## src/mem_island_pkg.sv

```systemverilog
/*
 * Memory island shared definitions
 * Bank geometry, the two views of a port address and the request,
 * response and bank structs used between the island's blocks
 */
package mem_island_pkg;

  localparam int unsigned AddrWidth       = 10;
  localparam int unsigned ByteWidth       = 8;
  localparam int unsigned NarrowWidth     = 32;
  localparam int unsigned WideWidth       = 64;
  localparam int unsigned NarrowStrbWidth = NarrowWidth / ByteWidth;
  localparam int unsigned WideStrbWidth   = WideWidth / ByteWidth;
  localparam int unsigned NumWideBanks    = 2;
  localparam int unsigned NumSubBanks     = WideWidth / NarrowWidth;
  localparam int unsigned NumBanks        = NumWideBanks * NumSubBanks;
  localparam int unsigned WordsPerBank    = 64;
  localparam int unsigned RowWidth        = $clog2(WordsPerBank);

  localparam int unsigned WideBankSelWidth = $clog2(NumWideBanks);
  localparam int unsigned SubBankSelWidth  = $clog2(NumSubBanks);
  localparam int unsigned BankIdxWidth     = WideBankSelWidth + SubBankSelWidth;
  // Byte offsets fill the address below the bank selects
  localparam int unsigned WideOffWidth     = AddrWidth - RowWidth - WideBankSelWidth;
  localparam int unsigned NarrowOffWidth   = WideOffWidth - SubBankSelWidth;

  typedef struct packed {
    logic [RowWidth-1:0]         row;
    logic [WideBankSelWidth-1:0] wbank;
    logic [SubBankSelWidth-1:0]  sbank;
    logic [NarrowOffWidth-1:0]   offset;
  } narrow_addr_t;

  typedef struct packed {
    logic [RowWidth-1:0]         row;
    logic [WideBankSelWidth-1:0] wbank;
    logic [WideOffWidth-1:0]     offset;
  } wide_addr_t;

  // One address word, seen as a narrow or a wide access
  typedef union packed {
    narrow_addr_t narrow;
    wide_addr_t   wide;
  } mem_addr_u;

  typedef struct packed {
    logic                       req;
    logic                       we;
    mem_addr_u                  addr;
    logic [NarrowWidth-1:0]     wdata;
    logic [NarrowStrbWidth-1:0] strb;
  } narrow_req_t;

  typedef struct packed {
    logic                     req;
    logic                     we;
    mem_addr_u                addr;
    logic [WideWidth-1:0]     wdata;
    logic [WideStrbWidth-1:0] strb;
  } wide_req_t;

  typedef struct packed {
    logic                   rvalid;
    logic [NarrowWidth-1:0] rdata;
  } narrow_rsp_t;

  typedef struct packed {
    logic                 rvalid;
    logic [WideWidth-1:0] rdata;
  } wide_rsp_t;

  typedef struct packed {
    logic                       req;
    logic                       we;
    logic [RowWidth-1:0]        row;
    logic [NarrowWidth-1:0]     wdata;
    logic [NarrowStrbWidth-1:0] strb;
  } bank_req_t;

endpackage

```

## src/rsp_assembler.sv

```systemverilog
/*
 * Response assembler
 * Delays acceptances and bank selects by one cycle, then steers bank
 * read data back onto the narrow and wide response ports
 */
`timescale 1ns/1ps

module rsp_assembler import mem_island_pkg::*; (
  input  logic                                 clk_i,
  input  logic                                 rst_ni,
  input  logic                                 narrow_acc_i,
  input  logic                                 wide_acc_i,
  input  logic [BankIdxWidth-1:0]              narrow_sel_i,
  input  logic [WideBankSelWidth-1:0]          wide_sel_i,
  input  logic [NumBanks-1:0][NarrowWidth-1:0] bank_rdata_i,
  output narrow_rsp_t                          narrow_rsp_o,
  output wide_rsp_t                            wide_rsp_o
);

  logic                        narrow_acc_q;
  logic                        wide_acc_q;
  logic [BankIdxWidth-1:0]     narrow_sel_q;
  logic [WideBankSelWidth-1:0] wide_sel_q;

  // Matches the one-cycle bank read latency
  always_ff @(posedge clk_i or negedge rst_ni) begin
    if (!rst_ni) begin
      narrow_acc_q <= 1'b0;
      wide_acc_q   <= 1'b0;
      narrow_sel_q <= '0;
      wide_sel_q   <= '0;
    end else begin
      narrow_acc_q <= narrow_acc_i;
      wide_acc_q   <= wide_acc_i;
      narrow_sel_q <= narrow_sel_i;
      wide_sel_q   <= wide_sel_i;
    end
  end

  assign narrow_rsp_o.rvalid = narrow_acc_q;
  assign narrow_rsp_o.rdata  = bank_rdata_i[narrow_sel_q];

  assign wide_rsp_o.rvalid = wide_acc_q;

  // Sub-bank 0 is the low half of the wide word
  always_comb begin
    for (int unsigned s = 0; s < NumSubBanks; s++) begin
      wide_rsp_o.rdata[s*NarrowWidth +: NarrowWidth] =
        bank_rdata_i[wide_sel_q*NumSubBanks + s];
    end
  end

  // Narrow and wide acceptances in one cycle use different wide banks
  assert property (@(posedge clk_i) disable iff (!rst_ni)
    narrow_acc_i && wide_acc_i |->
      narrow_sel_i[BankIdxWidth-1 -: WideBankSelWidth] != wide_sel_i)
    else $error("narrow and wide port both accepted on wide bank %0d", wide_sel_i);

endmodule

```

## config.mk

```make
export PLATFORM = sky130hd
export DESIGN_NAME = rsp_assembler
export DESIGN_NICKNAME = d
export VERILOG_FILES = /design/src/mem_island_pkg.sv /design/src/rsp_assembler.sv
export SDC_FILE = /design/constraint.sdc
export NUM_CORES = 1
export LEC_CHECK = 0
export BUFFER_PORTS_ARGS = -buffer_cell sky130_fd_sc_hd__buf_2
export CORE_AREA = 8 8 85 87
export DETAILED_ROUTE_END_ITERATION = 12
export DIE_AREA = 0 0 93 95
export GPL_TIMING_DRIVEN = 0
export PLACE_DENSITY_LB_ADDON = 0.25
export SKIP_LAST_GASP = 1
export SLEW_MARGIN = 20
export SYNTH_ARGS = -nofsm -noshare
export SYNTH_HDL_FRONTEND = slang
export SYNTH_SLANG_ARGS = --single-unit
```

## constraint.sdc

```tcl
create_clock -name clk_i -period 1.9 [get_ports clk_i]
set_input_delay 0.095 -clock clk_i [delete_from_list [all_inputs] [get_ports clk_i]]
set_output_delay 0.095 -clock clk_i [all_outputs]
set_load 0.01 [all_outputs]
```

==> impl_metrics.py, run 1 <==
metrics = {
    "outcome": {
        "status": "finished, final reports clean",
    },
    "power_and_ir_drop": {
        "power_leakage_nw": 1.57,
        "power_density_nw_per_um2": 363,
        "irDropWorstVdd_mv": 0.374,
        "power.total_mw": 1.11,
    },
    "die": {
        "dieArea_um2": 8840,
        "placementRows": 28,
        "start_util_pct": 29.5,
        "boundaryPins": 233,
        "core_area_um2": 5820,
        "die_w_um": 93,
        "die_h_um": 95,
    },
    "critical_path": {
        "critical_path.max_fanout": 10,
        "path_cells": "buf_2 > buf_2 > mux2_2 > buf_2",
        "path_buf_inv": 3,
        "cpMaxStageDelayCell": "mux2_2",
        "cp-end-kind": "output pin",
        "slowest_delay_ns": 0.38,
        "worstPathArrival_ns": 1.63,
        "crit_family": "buffers and inverters",
        "startpoint_type": "register",
        "cp_data_required_time_ns": 1.80,
        "crit_top_cell": "buf_2",
        "criticalPathCategory": "reg -> out",
    },
    "global_routing": {
        "grt_util_all_layers_pct": 17.8,
        "overflow": 0,
        "grt_pass1_wl_mm": 12.6,
        "grt_pass1_vias": 2396,
        "grt_max_degree": 11,
        "antenna_found_initial": 0,
    },
    "finish": {
        "post_layout_nonfiller_instances": 435,
        "final_cell_mix": "buf_2, mux2_2, mux4_2, dlygate4sd3_1, dfrtp_1",
        "fin_util_pct": 52.9,
        "final_common_cell": "buf_2",
        "syn_to_final_growth_pct": 79.3,
        "final_nets": 496,
        "insertedDiodeCount": 0,
        "layout-drive-gt1-share_pct": 96.1,
        "fin_area_um2": 3080,
    },
    "routing": {
        "routed_wl_mm": 8.67,
        "antenna_left": 0,
        "first_pass_iters": 4,
        "routedWlPerCell_um": 19.9,
        "drt_iter0_markers": 24,
        "top_layer": "met4",
        "met1Wirelength_mm": 3.04,
        "viasPerCell": 4.99,
        "wl_met2_mm": 4.86,
        "dr_total_vias": 2170,
        "wl_met3_um": 676,
        "drc": 0,
    },
    "clocking": {
        "cts_root_buf": "clkbuf_8",
        "cts_sinks": 5,
        "cts-buffers-inserted": 3,
        "cts_max_level": 1,
        "ctsLongestPathBuffers": 2,
        "cts_tree": "built",
        "clk_pin_slew_worst_paths_ns": 0.04,
        "post_cts_resized": 0,
    },
    "timing": {
        "tns_ns": 0,
        "hold_violations": 0,
        "finalSetupViolCount": 0,
        "maxSlewHeadroom_pct": 80.3,
        "period_share_pct": 90.9,
        "fin_ws_ns": 0.173,
        "timing.fmax_ghz": 0.579,
        "whs_ns": 0.207,
        "maxSlewViolCount": 0,
        "rsz0062_at_grt": "false",
        "worst_pin_slew_ns": 0.295,
        "final.min_clock_period_ns": 1.73,
    },
    "placement": {
        "gp_congestion": 0.855,
        "placed_cells_incl_taps": 425,
        "pre_cts_slack_ns": 0.394,
        "post_dp_cell_area_um2": 2970,
        "hpwl_mm": 7.71,
        "port_buffers": 232,
    },
    "synthesis": {
        "synth_cells": 118,
        "syn_avg_cell_area_um2": 14.5,
        "yosysSeqAreaShare_pct": 7.29,
        "synth_cell_types": 8,
        "synthAdderAreaFrac_pct": 0,
        "syn_nets": 253,
        "synth_top_family_by_area": "multiplexers",
        "synthSimpleGateAreaFrac_pct": 0,
        "synth_compound_area_share_pct": 0,
        "syn_area_um2": 1720,
        "synth_xor_area_share_pct": 0,
        "ys_seq_elements": 5,
        "yosysWarnings": 0,
        "synth_mux_area_share_pct": 84.5,
    },
    "hold_path": {
        "hp-class": "in -> async",
    },
    "flow_run": {
        "drv_cap": 0,
    },
}
-- area by class of cell --
class,count,area (µm²)
Sequential cell,5,125
Multi-Input combinational cell,96,1450
Timing Repair Buffer,238,1220
Fill cell,548,2740
Tap cell,75,93.8
Clock buffer,4,45.0
Buffer,17,141
-- sequential cells by signal (all words and copies together) (netlist names) --
register and count:
narrow_sel_q 2, narrow_acc_q 1, wide_acc_q 1, wide_sel_q 1
-- cell families after synthesis --
logic type / after synthesis
flops: 5
buf+inv: 17
mux: 96
-- synthesized netlist by cell type --
master	instances	area, µm²
mux4_1	2	52.6
dfrtp_1	5	125
buf_6	1	11.3
buf_12	3	60.1
buf_4	2	15.0
mux4_2	30	676
mux2_2	64	721
buf_2	11	55.1
-- final timing paths --
path | from | end | cells after the start
worst max-delay path | wide_sel_q | wide_rsp_o[6] | 4
worst min-delay path | rst_ni | wide_acc_q | 2
max in group asynchronous | rst_ni | narrow_sel_q[0] | 2
min in group clk_i | wide_acc_i | wide_acc_q | 2
-- metal layers --
layer  track usage (%)  up-vias
li1                  -      989
met1              17.8     1055
met2              35.9      117
met3              4.37        9
met4              3.76        0
met5                 0        -
-- report_power, final --
group          switching (mW)  internal [mW]
registers             0.00140          0.113
logic                   0.356          0.448
clock network          0.0530          0.144
total                   0.410          0.704
-- timing repair --
action                                 4_1_cts  5_1_grt
endpoints found under the hold margin       10        0
hold buffers                                 6        0
buffers inserted                             0        0
Power figures use the tool's default switching activity.
==> inputs of run 2 (changes only) <==
--- a/config.mk
+++ b/config.mk
@@ -11,6 +11,7 @@
 export DIE_AREA = 0 0 93 95
 export GPL_TIMING_DRIVEN = 0
 export PLACE_DENSITY_LB_ADDON = 0.25
+export RECOVER_POWER = 100
 export SKIP_LAST_GASP = 1
 export SLEW_MARGIN = 20
 export SYNTH_ARGS = -nofsm -noshare
==> impl_metrics.py, run 2 (synthesized netlist as in run 1, its figures left out) <==
metrics = {
    "finish": {
        "fin_area_um2": 2970,
        "layout-drive-gt1-share_pct": 71.9,
        "insertedDiodeCount": 0,
        "final_nets": 496,
        "syn_to_final_growth_pct": 72.9,
        "post_layout_nonfiller_instances": 435,
        "final_cell_mix": "buf_2, clkbuf_1, mux2_2, mux4_2, clkbuf_2",
        "fin_util_pct": 51.0,
        "final_common_cell": "buf_2",
        "regMostFlops": "narrow_sel_q",
        "largest_reg_flops": 2,
    },
    "power_and_ir_drop": {
        "pwr-share-clk_pct": 18.3,
        "seq_power_share_pct": 10.6,
        "p_int_uw": 661,
        "power_switching_uw": 417,
        "power_density_nw_per_um2": 363,
        "power_leakage_nw": 1.33,
        "power.total_mw": 1.08,
        "p_sw_share_pct": 38.7,
        "combPwrFrac_pct": 71.1,
        "irDropWorstVdd_mv": 0.373,
    },
    "critical_path": {
        "cp-end-kind": "output pin",
        "worstPathArrival_ns": 1.64,
        "criticalPathCategory": "reg -> out",
        "startpoint_type": "register",
        "critical_path.max_fanout": 10,
        "cp_data_required_time_ns": 1.80,
        "critPathLaunch": "wide_sel_q",
    },
    "global_routing": {
        "grt_util_all_layers_pct": 17.8,
        "gr-usage-met1_pct": 17.8,
        "grt_pass1_vias": 2396,
        "grt_util_met2_pct": 35.9,
        "grt_max_degree": 11,
        "overflow": 0,
        "use_met3_pct": 4.37,
        "grt_pass1_wl_mm": 12.6,
        "grt-busiest-layer": "met2",
        "antenna_found_initial": 0,
    },
    "clocking": {
        "ctsLongestPathBuffers": 2,
        "cts_tree": "built",
        "cts_sinks": 5,
        "clk_pin_slew_worst_paths_ns": 0.04,
        "cts_max_level": 1,
        "cts_root_buf": "clkbuf_8",
        "cts-buffers-inserted": 3,
    },
    "timing": {
        "worst_pin_slew_ns": 0.324,
        "timing.fmax_ghz": 0.575,
        "tns_ns": 0,
        "fin_ws_ns": 0.161,
        "hold_violations": 0,
        "whs_ns": 0.245,
        "finalSetupViolCount": 0,
        "rsz0062_at_grt": "false",
        "maxSlewHeadroom_pct": 78.4,
        "maxSlewViolCount": 0,
        "final.min_clock_period_ns": 1.74,
        "period_share_pct": 91.5,
    },
    "outcome": {
        "status": "finished, final reports clean",
    },
    "placement": {
        "gp_congestion": 0.855,
        "pre_cts_slack_ns": 0.394,
        "placed_cells_incl_taps": 425,
        "port_buffers": 232,
        "post_dp_cell_area_um2": 2970,
        "hpwl_mm": 7.71,
    },
    "die": {
        "die_h_um": 95,
        "dieArea_um2": 8840,
        "boundaryPins": 233,
        "die_w_um": 93,
        "core_area_um2": 5820,
        "start_util_pct": 29.5,
        "placementRows": 28,
    },
    "routing": {
        "first_pass_iters": 4,
        "routed_wl_mm": 8.66,
        "drt_iter0_markers": 38,
        "antenna_left": 0,
        "drc": 0,
        "viasPerCell": 4.98,
        "routedWlPerCell_um": 19.9,
        "dr_total_vias": 2168,
    },
    "hold_path": {
        "hp-class": "in -> async",
    },
    "flow_run": {
        "drv_cap": 0,
    },
}
## run 2: metal layers
metal	vias to the layer above	wire, µm	share of wire [%]
met3	9	691	8.0
met4	0	95	1.1
met2	119	4840	56
met5	-	0	0
met1	1049	3030	35
li1	991	-	-
## run 2: worst max-delay path by stage
| stage | end | slack [ns] |
|---|---|---|
| floorplan | narrow_rsp_o[10] | 0.68 |
| global placement | wide_rsp_o[3] | 0.38 |
| detailed placement | wide_rsp_o[6] | 0.39 |
| CTS | wide_rsp_o[6] | 0.15 |
| finish | wide_rsp_o[6] | 0.16 |
| global route | wide_rsp_o[0] | 0.06 |
## run 2: what timing repair did
item                                   in CTS  in global routing
buffers inserted                            0                  0
hold buffers                                6                  0
resized for setup                           0                  0
setup endpoints to repair                   0                  0
endpoints found under the hold margin      10                  0
## run 2: power groups by stage
stage | combinational (mW) | sequential (mW) | clock (mW)
detailed placement | 0.803 | 0.115 | 0
CTS | 0.815 | 0.114 | 0.207
finish | 0.767 | 0.114 | 0.198
global route | 0.825 | 0.115 | 0.209
floorplan | 0.419 | 0.115 | 0
global placement | 0.790 | 0.115 | 0
## run 2: final cells by class
cell class | instances | area (µm²)
plain buffers | 17 | 141
multi-input cells | 96 | 1450
clock buffers | 4 | 45.0
flip-flops and latches | 5 | 125
well taps | 75 | 93.8
repair buffers | 238 | 1110
fillers | 597 | 2850
## run 2: worst max-delay path, stage by stage, from the launching register on
cell	delay (ns)
dfrtp_1	0.31
buf_2	0.24
clkbuf_2	0.35
mux2_2	0.38
clkbuf_1	0.13
