<file path="config.mk">
export PLATFORM = sky130hd
export DESIGN_NAME = bank_arbiter
export DESIGN_NICKNAME = d
export VERILOG_FILES = /design/src/mem_island_pkg.sv /design/src/bank_arbiter.sv
export SDC_FILE = /design/constraint.sdc
export NUM_CORES = 1
export LEC_CHECK = 0
export BUFFER_PORTS_ARGS = -buffer_cell sky130_fd_sc_hd__buf_2
export CELL_PAD_IN_SITES_DETAIL_PLACEMENT = 0
export CELL_PAD_IN_SITES_GLOBAL_PLACEMENT = 1
export CORE_AREA = 2 2 122 124
export DETAILED_ROUTE_END_ITERATION = 8
export DIE_AREA = 0 0 124 126
export PLACE_DENSITY_LB_ADDON = 0.1
export SYNTH_ARGS = -nofsm -noshare
export SYNTH_HDL_FRONTEND = slang
export SYNTH_SLANG_ARGS = --single-unit
</file>
<file path="constraint.sdc">
create_clock -name vclk -period 0.9
set_clock_uncertainty 0.05 [all_clocks]
set_input_delay 0.045 -clock vclk [all_inputs]
set_output_delay 0.045 -clock vclk [all_outputs]
set_load 0.005 [all_outputs]
</file>
<file path="src/mem_island_pkg.sv">
/*
 * Memory island shared definitions
 * Bank geometry, the two views of a port address and the request,
 * response and bank structs used between the island's blocks
 */
package mem_island_pkg;

  localparam int unsigned AddrWidth       = 10;
  localparam int unsigned ByteWidth       = 8;
  localparam int unsigned NarrowWidth     = 32;
  localparam int unsigned WideWidth       = 64;
  localparam int unsigned NarrowStrbWidth = NarrowWidth / ByteWidth;
  localparam int unsigned WideStrbWidth   = WideWidth / ByteWidth;
  localparam int unsigned NumWideBanks    = 2;
  localparam int unsigned NumSubBanks     = WideWidth / NarrowWidth;
  localparam int unsigned NumBanks        = NumWideBanks * NumSubBanks;
  localparam int unsigned WordsPerBank    = 64;
  localparam int unsigned RowWidth        = $clog2(WordsPerBank);

  localparam int unsigned WideBankSelWidth = $clog2(NumWideBanks);
  localparam int unsigned SubBankSelWidth  = $clog2(NumSubBanks);
  localparam int unsigned BankIdxWidth     = WideBankSelWidth + SubBankSelWidth;
  // Byte offsets fill the address below the bank selects
  localparam int unsigned WideOffWidth     = AddrWidth - RowWidth - WideBankSelWidth;
  localparam int unsigned NarrowOffWidth   = WideOffWidth - SubBankSelWidth;

  typedef struct packed {
    logic [RowWidth-1:0]         row;
    logic [WideBankSelWidth-1:0] wbank;
    logic [SubBankSelWidth-1:0]  sbank;
    logic [NarrowOffWidth-1:0]   offset;
  } narrow_addr_t;

  typedef struct packed {
    logic [RowWidth-1:0]         row;
    logic [WideBankSelWidth-1:0] wbank;
    logic [WideOffWidth-1:0]     offset;
  } wide_addr_t;

  // One address word, seen as a narrow or a wide access
  typedef union packed {
    narrow_addr_t narrow;
    wide_addr_t   wide;
  } mem_addr_u;

  typedef struct packed {
    logic                       req;
    logic                       we;
    mem_addr_u                  addr;
    logic [NarrowWidth-1:0]     wdata;
    logic [NarrowStrbWidth-1:0] strb;
  } narrow_req_t;

  typedef struct packed {
    logic                     req;
    logic                     we;
    mem_addr_u                addr;
    logic [WideWidth-1:0]     wdata;
    logic [WideStrbWidth-1:0] strb;
  } wide_req_t;

  typedef struct packed {
    logic                   rvalid;
    logic [NarrowWidth-1:0] rdata;
  } narrow_rsp_t;

  typedef struct packed {
    logic                 rvalid;
    logic [WideWidth-1:0] rdata;
  } wide_rsp_t;

  typedef struct packed {
    logic                       req;
    logic                       we;
    logic [RowWidth-1:0]        row;
    logic [NarrowWidth-1:0]     wdata;
    logic [NarrowStrbWidth-1:0] strb;
  } bank_req_t;

endpackage

</file>
<file path="src/bank_arbiter.sv">
/*
 * Bank arbiter
 * Decodes the narrow and wide port addresses and routes them to the
 * four SRAM banks, the narrow port always winning a shared wide bank
 */
`timescale 1ns/1ps

module bank_arbiter import mem_island_pkg::*; (
  input  narrow_req_t                 narrow_req_i,
  input  wide_req_t                   wide_req_i,
  output logic                        narrow_gnt_o,
  output logic                        wide_gnt_o,
  output bank_req_t [NumBanks-1:0]    bank_req_o,
  output logic                        narrow_acc_o,
  output logic                        wide_acc_o,
  output logic [BankIdxWidth-1:0]     narrow_sel_o,
  output logic [WideBankSelWidth-1:0] wide_sel_o
);

  narrow_addr_t        narrow_addr;
  wide_addr_t          wide_addr;
  logic                wbank_conflict;
  logic [NumBanks-1:0] narrow_hit;
  logic [NumBanks-1:0] wide_hit;

  // Same address word type, decoded per port width
  assign narrow_addr = narrow_req_i.addr.narrow;
  assign wide_addr   = wide_req_i.addr.wide;

  // Bank index is the wide-bank select above the sub-bank select
  assign narrow_sel_o = {narrow_addr.wbank, narrow_addr.sbank};
  assign wide_sel_o   = wide_addr.wbank;

  // A wide access needs both sub-banks, so any narrow hit on its wide bank blocks it
  assign wbank_conflict = narrow_req_i.req && (narrow_addr.wbank == wide_addr.wbank);

  assign narrow_gnt_o = narrow_req_i.req;
  assign wide_gnt_o   = wide_req_i.req && !wbank_conflict;

  assign narrow_acc_o = narrow_req_i.req && narrow_gnt_o;
  assign wide_acc_o   = wide_req_i.req && wide_gnt_o;

  always_comb begin
    for (int unsigned b = 0; b < NumBanks; b++) begin
      narrow_hit[b] = narrow_req_i.req && (narrow_sel_o == b);
      wide_hit[b]   = wide_gnt_o && (wide_addr.wbank == b / NumSubBanks);

      bank_req_o[b] = '0;
      if (narrow_hit[b]) begin
        bank_req_o[b].req   = 1'b1;
        bank_req_o[b].we    = narrow_req_i.we;
        bank_req_o[b].row   = narrow_addr.row;
        bank_req_o[b].wdata = narrow_req_i.wdata;
        bank_req_o[b].strb  = narrow_req_i.strb;
      end else if (wide_hit[b]) begin
        // Sub-bank s takes the s-th narrow slice of the wide word
        bank_req_o[b].req   = 1'b1;
        bank_req_o[b].we    = wide_req_i.we;
        bank_req_o[b].row   = wide_addr.row;
        bank_req_o[b].wdata =
          wide_req_i.wdata[(b % NumSubBanks)*NarrowWidth +: NarrowWidth];
        bank_req_o[b].strb  =
          wide_req_i.strb[(b % NumSubBanks)*NarrowStrbWidth +: NarrowStrbWidth];
      end
    end
  end

endmodule

</file>
==> flow_metrics.tcl, run 1 <==
set metrics [dict create \
    synthCells 372 \
    postSynthAreaPerCell_sq_um 7.59 \
    initial_core_util 0.197 \
    powerDensity_nw_per_um2 495 \
    hold_path_class "input port to output port" \
    cp.arrival_ns 1.15 \
    slew_violations 0 \
    dieArea_sq_um 15600 \
    synthDistinctLibCells 17 \
    violations "negative setup slack" \
    cp.required_ns 0.81 \
    rsz0062_at_grt "true" \
    peakVddDrop_v 0.000239 \
    fmax_mhz 800 \
    dpl_cell_area_sq_um 6250 \
    wire_per_inst_microns 22.1 \
    cts_hold_buf 0 \
    leakage_uw 0.00371 \
    seqCellArea_sq_um 0 \
    cap_viol_max_count 0 \
    yosys.area.top_type "o32ai_1" \
    finalNonFillerCells 906 \
    antenna_found_initial 0 \
    status "complete, but fails checks" \
    endpoint_kind "output port" \
    path_class "input port to output port" \
    remaining_drc_errors 0 \
    fin_tns_setup_ns -43.76 \
    clock_buffer_count 0 \
    grt_max_degree 23 \
    die_w_microns 124 \
    yosysSeqAreaShare 0 \
    fp-row-count 44 \
    yosysWarnings 0 \
    grt_pass1_wl_microns 28400 \
    grt_use_total 0.234 \
    design_area_sq_um 7910 \
    fin_crit_ns 1.25 \
    routabilityCongestion 0.836 \
    first_pass_iters 4 \
    fillers 1290 \
    fin_crit_sh 1.39 \
    start_kind "input port" \
    netlist_top_cells_area "o32ai_1 38%, o32ai_2 28%, inv_1 16%" \
    synth_top_area_frac 0.381 \
    seq_cells 0 \
    synthToLayoutAreaGrowth_pct 180 \
    total_power_uw 3910 \
    crit_fanout 6 \
    overflow 0 \
    avgViaCountPerCell 5.24 \
    setup_viol 176 \
    nets 856 \
    fin_util 0.552 \
    placedCellCount 851 \
    tightestPinTransition_ns 0.300 \
    routed_wl_microns 20000 \
    dpl.hpwl_microns 12900 \
    synth.most_common_cell "o32ai_1" \
    ys_top_cells_by_count "123 x o32ai_1, 122 x inv_1, 49 x o32ai_2" \
    hold_viol 0 \
    slew_headroom 0.800 \
    core_area_sq_um 14300 \
    synth_fp_nets 504 \
    fin_ws_ns -0.350 \
    ant_nets 0 \
    syn_area_sq_um 2830 \
    num_vias 4749 \
    drive_gt1_frac 0.824 \
    portBuffers 310 \
    n_antenna_cell 0 \
    drt_iter0_drc 178 \
    grt_pass1_vias 4763 \
    fp.dieH_microns 126 \
    pin_count 315 \
]
-- cell families (layout without fill, tap and decap cells) --
family / count (synthesis) / in the layout / share of synthesized area
buf+inv: 186 / 536 / 0.302
simple gates: 8 / 8 / 0.0217
xor+xnor: 1 / 1 / 0.00310
compound gates: 177 / 177 / 0.673
-- final cells by class --
cell class | instances | area [sq um] | area share
inverters | 122 | 458 | 0.0579
multi-input cells | 186 | 3730 | 0.472
well taps | 184 | 230 | 0.0291
repair buffers | 414 | 3490 | 0.441
-- cells in the final DEF (no fill, tap or decap), types with 2 or more instances in the layout --
cell type,Yosys,routed
o32ai_4,0,70
inv_1,122,122
o21ai_2,0,4
buf_12,0,29
clkbuf_16,0,4
buf_8,0,7
buf_2,22,305
buf_4,6,22
buf_6,14,18
nand3b_1,2,2
o32ai_2,49,101
buf_16,0,27
bufbuf_16,0,2
-- critical path, cell delays in order --
cell     delay (ns)
buf_8          0.10
or3b_4         0.44
buf_6          0.16
buf_12         0.15
o32ai_4        0.09
buf_2          0.16
-- stage by stage --
step	hold WS [ns]	worst slack (ns)
after floorplan	0.121	-0.131
after global routing	0.233	-0.395
final	0.221	-0.350
after global placement	0.260	-0.402
after CTS	0.221	-0.350
after detailed placement	0.264	-0.387
-- report_power, final --
part | switching [uW] | internal (uW) | total [uW]
clock | 0 | 0 | 0
sequential | 0 | 0 | 0
combinational | 1920 | 1990 | 3910
total | 1920 | 1990 | 3910
-- worst paths after layout --
path / start / end / slack, ns / depth (start not counted)
worst min-delay path: narrow_req_i[38] / narrow_sel_o[0] / 0.22 / 2
worst max-delay path: narrow_req_i[38] / bank_req_o[41] / -0.35 / 6
-- layer usage --
| layer | track usage | share of wire | up-vias | wire [microns] |
|---|---|---|---|---|
| met1 | 0.316 | 0.42 | 2354 | 8450 |
| met5 | 0 | 0 | - | 0 |
| met3 | 0.0195 | 0.058 | 12 | 1160 |
| met4 | 0.0238 | 0.0087 | 0 | 174 |
| li1 | - | - | 2192 | - |
| met2 | 0.416 | 0.51 | 191 | 10200 |
-- what timing repair did --
item / 4_1_cts / 5_1_grt
buffers inserted: 27 / 3
resized for setup: 77 / 36
setup endpoints to repair: 178 / 178
gates cloned: 25 / 5
pin swaps: 34 / 29
Power figures use the tool's default switching activity.
==> inputs of run 2 (changes only) <==
--- a/config.mk
+++ b/config.mk
@@ -11,6 +11,7 @@
 export CORE_AREA = 2 2 122 124
 export DETAILED_ROUTE_END_ITERATION = 8
 export DIE_AREA = 0 0 124 126
+export GPL_TIMING_DRIVEN = 0
 export PLACE_DENSITY_LB_ADDON = 0.1
 export SYNTH_ARGS = -nofsm -noshare
 export SYNTH_HDL_FRONTEND = slang
==> run 2 against run 1 <==
The run still ends with negative setup slack left; non-clock buffer count up 11; critical endpoint is now bank_req_o[28]; total power up 4.0%; critical path type unchanged; critical path depth unchanged; final area rose by 3.8%; routed wire length shrank 1.8%; fmax is 0.19% higher; worst hold slack lost 0.014 ns; global-route usage down 1.3 points; count of clock-buffer cells in the layout is the same; core utilization up 2.1 points; via count decreased by 0.67%.
==> flow_metrics.tcl, run 2 (synthesized netlist as in run 1, its figures left out) <==
set metrics [dict create \
    status "complete, but fails checks" \
    violations "negative setup slack" \
    finalNonFillerCells 918 \
    peakVddDrop_v 0.000240 \
    setup_viol 176 \
    cp.arrival_ns 1.15 \
    ant_nets 0 \
    initial_core_util 0.197 \
    n_antenna_cell 0 \
    final_common_cell "buf_2" \
    fp.dieH_microns 126 \
    seq_cells 0 \
    cts_hold_buf 0 \
    grt_pass1_vias 4836 \
    routabilityCongestion 0.835 \
    hold_viol 0 \
    nets 868 \
    wire_per_inst_microns 21.4 \
    endpoint_kind "output port" \
    fin_ws_ns -0.347 \
    worstHoldStart "narrow_req_i[47]" \
    fin_crit_sh 1.39 \
    num_vias 4717 \
    die_w_microns 124 \
    worst_hold_path.endpoint "narrow_acc_o" \
    fin_crit_ns 1.25 \
    dieArea_sq_um 15600 \
    grt_max_degree 11 \
    seqCellArea_sq_um 0 \
    clock_buffer_count 0 \
    avgViaCountPerCell 5.14 \
    cp.required_ns 0.81 \
    dpl.hpwl_microns 14100 \
    overflow 0 \
    start_kind "input port" \
    leakage_uw 0.00371 \
    placedCellCount 864 \
    grt_pass1_wl_microns 27200 \
    slew_headroom 0.765 \
    fp-row-count 44 \
    cp_cell_sequence "buf_12 -> or3b_4 -> buf_12 -> buf_12 -> o32ai_4 -> buf_2" \
    cp_slowest_stage_delay_ns 0.40 \
    fin_util 0.573 \
    design_area_sq_um 8200 \
    crit_fanout 10 \
    grt_use_total 0.221 \
    hold_path_class "input port to output port" \
    critPathSlowestCell "or3b_4" \
    multi_input_area_sq_um 4050 \
    slew_violations 0 \
    routed_wl_microns 19700 \
    path_common_cell "buf_12" \
    core_area_sq_um 14300 \
    mostFrequentLayoutCells "305 x buf_2, 122 x inv_1, 97 x o32ai_4" \
    dpl_cell_area_sq_um 6070 \
    path_class "input port to output port" \
    drive_gt1_frac 0.828 \
    antenna_found_initial 0 \
    worstHoldPathCells 2 \
    pin_count 315 \
    first_pass_iters 4 \
    portBuffers 308 \
    cap_viol_max_count 0 \
    synthToLayoutAreaGrowth_pct 190 \
    tightestPinTransition_ns 0.352 \
    fillers 1303 \
    drt_iter0_drc 143 \
    powerDensity_nw_per_um2 496 \
    fmax_mhz 802 \
    rsz0062_at_grt "true" \
    remaining_drc_errors 0 \
]
==> run 2: cell types whose count changed in the layout (fill, tap and decap cells not counted), moves of 4 or more <==
| cell | change |
|---|---|
| buf_12 | +10 |
| buf_16 | -19 |
| buf_4 | +10 |
| clkbuf_16 | +11 |
| clkbuf_8 | +4 |
| o32ai_2 | -26 |
| o32ai_4 | +27 |
==> run 2: routing by layer <==
| metal | wire (microns) | global-route usage | vias up |
|---|---|---|---|
| li1 | - | - | 2207 |
| met1 | 7900 | 0.278 | 2307 |
| met2 | 10400 | 0.415 | 187 |
| met3 | 1090 | 0.0217 | 16 |
| met4 | 238 | 0.0192 | 0 |
| met5 | 0 | 0 | - |
==> run 2: repair_timing <==
item | 4_1_cts | 5_1_grt
setup buffers | 27 | 14
endpoints found under the setup margin | 177 | 176
pin swaps | 55 | 38
resized for setup | 169 | 79
cloned | 10 | 12
hold endpoints to repair | 0 | 0
==> run 2: worst max-delay path by stage <==
stage	depth (start not counted)	end	slack, ns	start
global placement	7	bank_req_o[62]	-0.67	wide_req_i[75]
CTS	7	bank_req_o[23]	-0.34	wide_req_i[75]
finish	6	bank_req_o[28]	-0.35	narrow_req_i[39]
detailed placement	7	bank_req_o[62]	-0.69	wide_req_i[75]
global route	6	bank_req_o[23]	-0.38	narrow_req_i[39]
floorplan	6	bank_req_o[113]	-0.13	narrow_req_i[47]
==> run 2: area by class of cell <==
| class | count | area share |
|---|---|---|
| Inverter | 122 | 0.0558 |
| Timing Repair Buffer | 369 | 0.311 |
| Tap cell | 184 | 0.0281 |
| Multi-Input combinational cell | 187 | 0.494 |
| Buffer | 56 | 0.112 |
==> run 2: critical path, delay by kind of cell <==
kind | cells | cell delay, ns
buffers and inverters | 4 | 0.60
AND/OR/NAND/NOR | 1 | 0.40
AO/OA/AOI/OAI | 1 | 0.09
==> run 2: power by group <==
group,switching [uW],internal (uW)
combinational,2010,2060
clock,0,0
sequential,0,0
total,2010,2060
==> run 2: metrics by stage <==
stage | hold slack [ns] | power, uW | TNS, ns | worst slack [ns]
6_report | 0.207 | 4070 | -42.23 | -0.347
5_1_grt | 0.219 | 4310 | -47.65 | -0.377
4_1_cts | 0.209 | 3620 | -43.68 | -0.341
3_5_place_dp | 0.207 | 2960 | -90.93 | -0.686
3_3_place_gp | 0.208 | 2940 | -87.68 | -0.672
2_1_floorplan | 0.121 | 1890 | -13.93 | -0.131
==> inputs of run 3 (changes only) <==
--- a/config.mk
+++ b/config.mk
@@ -5,12 +5,13 @@
 export SDC_FILE = /design/constraint.sdc
 export NUM_CORES = 1
 export LEC_CHECK = 0
+export ABC_AREA = 1
 export BUFFER_PORTS_ARGS = -buffer_cell sky130_fd_sc_hd__buf_2
 export CELL_PAD_IN_SITES_DETAIL_PLACEMENT = 0
 export CELL_PAD_IN_SITES_GLOBAL_PLACEMENT = 1
-export CORE_AREA = 2 2 122 124
+export CORE_AREA = 2 2 130 132
 export DETAILED_ROUTE_END_ITERATION = 8
-export DIE_AREA = 0 0 124 126
+export DIE_AREA = 0 0 132 134
 export GPL_TIMING_DRIVEN = 0
 export PLACE_DENSITY_LB_ADDON = 0.1
 export SYNTH_ARGS = -nofsm -noshare
==> run 3 against run 2 <==
The run still ends with negative setup slack left; first-iteration DRC count rose by 70%; worst hold slack improved by 0.018 ns; sequential cell count unchanged; synthesized cell count is 60% higher; die area up 13%; routed wire length is 16% higher; sequential share of layout area unchanged; cell count is 27% higher; fmax grew 15%; area after synthesis is 3.1% lower; critical path depth up 4; setup slack better by 0.17 ns; critical path type unchanged; highest routed layer unchanged.
==> flow_metrics.tcl, run 3 <==
set metrics [dict create \
    worst_hold_path.endpoint "wide_sel_o" \
    grt_max_degree 11 \
    cp.arrival_ns 0.99 \
    synth.most_common_cell "nand2_1" \
    synthCells 596 \
    peakVddDrop_v 0.000119 \
    netlist_top_cells_area "nand2_1 47%, nand4_1 36%, buf_2 6.8%" \
    antenna_found_initial 1 \
    cp_cell_sequence "buf_12 -> inv_8 -> nand2_8 -> nor2_4 -> buf_12 -> buf_12 -> buf_16 -> nand2_1 -> nand2_1 -> buf_2" \
    hold_viol 0 \
    grt_pass1_wl_microns 33300 \
    yosys.area.top_type "nand2_1" \
    worstHoldPathCells 2 \
    fillers 1930 \
    wire_per_inst_microns 19.6 \
    critPathSlowestCell "buf_12" \
    routed_wl_microns 22800 \
    synthDistinctLibCells 14 \
    fin_crit_sh 1.20 \
    fp-row-count 47 \
    remaining_drc_errors 0 \
    fin_ws_ns -0.182 \
    synthToLayoutAreaGrowth_pct 138 \
    rsz0062_at_grt "true" \
    fp.dieH_microns 134 \
    worstHoldStart "wide_req_i[75]" \
    seq_cells 0 \
    tightestPinTransition_ns 0.264 \
    drt_iter0_drc 243 \
    routabilityCongestion 0.802 \
    crit_fanout 8 \
    cp.required_ns 0.81 \
    fin_util 0.400 \
    final_common_cell "buf_2" \
    clock_buffer_count 0 \
    nets 1075 \
    placedCellCount 1124 \
    slew_violations 0 \
    drive_gt1_frac 0.617 \
    pin_count 315 \
    ys_top_cells_by_count "346 x nand2_1, 158 x nand4_1, 37 x buf_2" \
    path_common_cell "buf_12" \
    crit_buf_inv 6 \
    num_vias 5715 \
    wl_met3_microns 1400 \
    crit_family "buffers and inverters" \
    start_kind "input port" \
    portBuffers 308 \
    synth_fp_nets 728 \
    setup_viol 174 \
    grt_use_total 0.236 \
    initial_core_util 0.168 \
    leakage_uw 0.00396 \
    endpoint_kind "output port" \
    met2WireLength_microns 11400 \
    yosysWarnings 0 \
    core_area_sq_um 16300 \
    cp_slowest_stage_delay_ns 0.18 \
    violations "negative setup slack" \
    synth_top_area_frac 0.475 \
    die_w_microns 132 \
    fin_crit_ns 1.08 \
    slew_headroom 0.824 \
    top_layer_used "met4" \
    first_pass_iters 5 \
    grt_pass1_vias 5449 \
    dpl.hpwl_microns 16100 \
    ant_nets 0 \
    avgViaCountPerCell 4.92 \
    met1_length_microns 9820 \
    fmax_mhz 924 \
    mostFrequentLayoutCells "295 x buf_2, 197 x nand2_1, 158 x nand4_1" \
    status "complete, but fails checks" \
    hold_path_class "input port to output port" \
    finalNonFillerCells 1162 \
    powerDensity_nw_per_um2 464 \
    postSynthAreaPerCell_sq_um 4.59 \
    overflow 0 \
    syn_area_sq_um 2740 \
    seqCellArea_sq_um 0 \
    dieArea_sq_um 17700 \
    cap_viol_max_count 0 \
    path_class "input port to output port" \
    yosysSeqAreaShare 0 \
]
-- run 3: cell count changes after synthesis, sizes merged, moves of 2 or more --
cell and delta:
buf +11, inv -119, nand2 +346, nand3 +2, nand3b -2, nand4 +158, nor2 +6, o32ai -172
-- run 3: how the worst max path moves through the flow --
| stage | from | to | slack, ns | cells past startpoint |
|---|---|---|---|---|
| 2_1_floorplan | wide_req_i[83] | wide_gnt_o | 0.005 | 5 |
| 3_3_place_gp | wide_req_i[83] | bank_req_o[122] | -0.56 | 6 |
| 3_5_place_dp | wide_req_i[83] | bank_req_o[122] | -0.57 | 6 |
| 4_1_cts | narrow_req_i[39] | bank_req_o[45] | -0.18 | 10 |
| 5_1_grt | narrow_req_i[39] | bank_req_o[129] | -0.23 | 9 |
| 6_report | narrow_req_i[39] | bank_req_o[45] | -0.18 | 10 |
-- run 3: cells by family (layout without fill, tap and decap cells) --
kind of cell,after synthesis,count (layout),synth area share
AO/OA/AOI/OAI,4,4,0.00732
buffers and inverters,78,423,0.134
other,0,1,0
AND/OR/NAND/NOR,514,514,0.859
-- run 3: final cells by class --
class | instances | area (sq um) | share of cell area
Antenna cell | 1 | 2.50 | 0.000384
Inverter | 3 | 28.8 | 0.00441
Buffer | 74 | 838 | 0.129
Timing Repair Buffer | 346 | 2440 | 0.374
Tap cell | 220 | 275 | 0.0422
Multi-Input combinational cell | 518 | 2940 | 0.450
-- run 3: where the power goes --
group / total (uW) / internal, uW / switching, uW
Clock: 0.000149 / 0.000149 / 0
Sequential: 0 / 0 / 0
Combinational: 3030 / 1410 / 1610
Total: 3030 / 1410 / 1610
-- run 3: repair_timing --
item / in CTS / in global routing
resized for setup: 311 / 115
buffers inserted: 18 / 5
endpoints found under the setup margin: 178 / 178
hold buffers: 0 / 0
gates cloned: 16 / 4
pin swaps: 82 / 23
-- run 3: layer usage --
metal,vias to the layer above,global-route usage
met4,0,0.0175
met3,16,0.0317
met5,-,0
met2,251,0.420
li1,2760,-
met1,2688,0.315
-- run 3: through the flow --
stage                     setup slack, ns  setup TNS, ns  total power [uW]  cell area [sq um]  hold slack, ns
after detailed placement           -0.566         -81.80              2130               4560           0.233
after global placement             -0.565         -82.13              2140               4560           0.234
after floorplan                   0.00521              0               899               2740           0.121
after global routing               -0.231         -26.87              3250               6520           0.237
final                              -0.182         -18.97              3030               6520           0.225
after CTS                          -0.183         -20.74              2850               6090           0.233
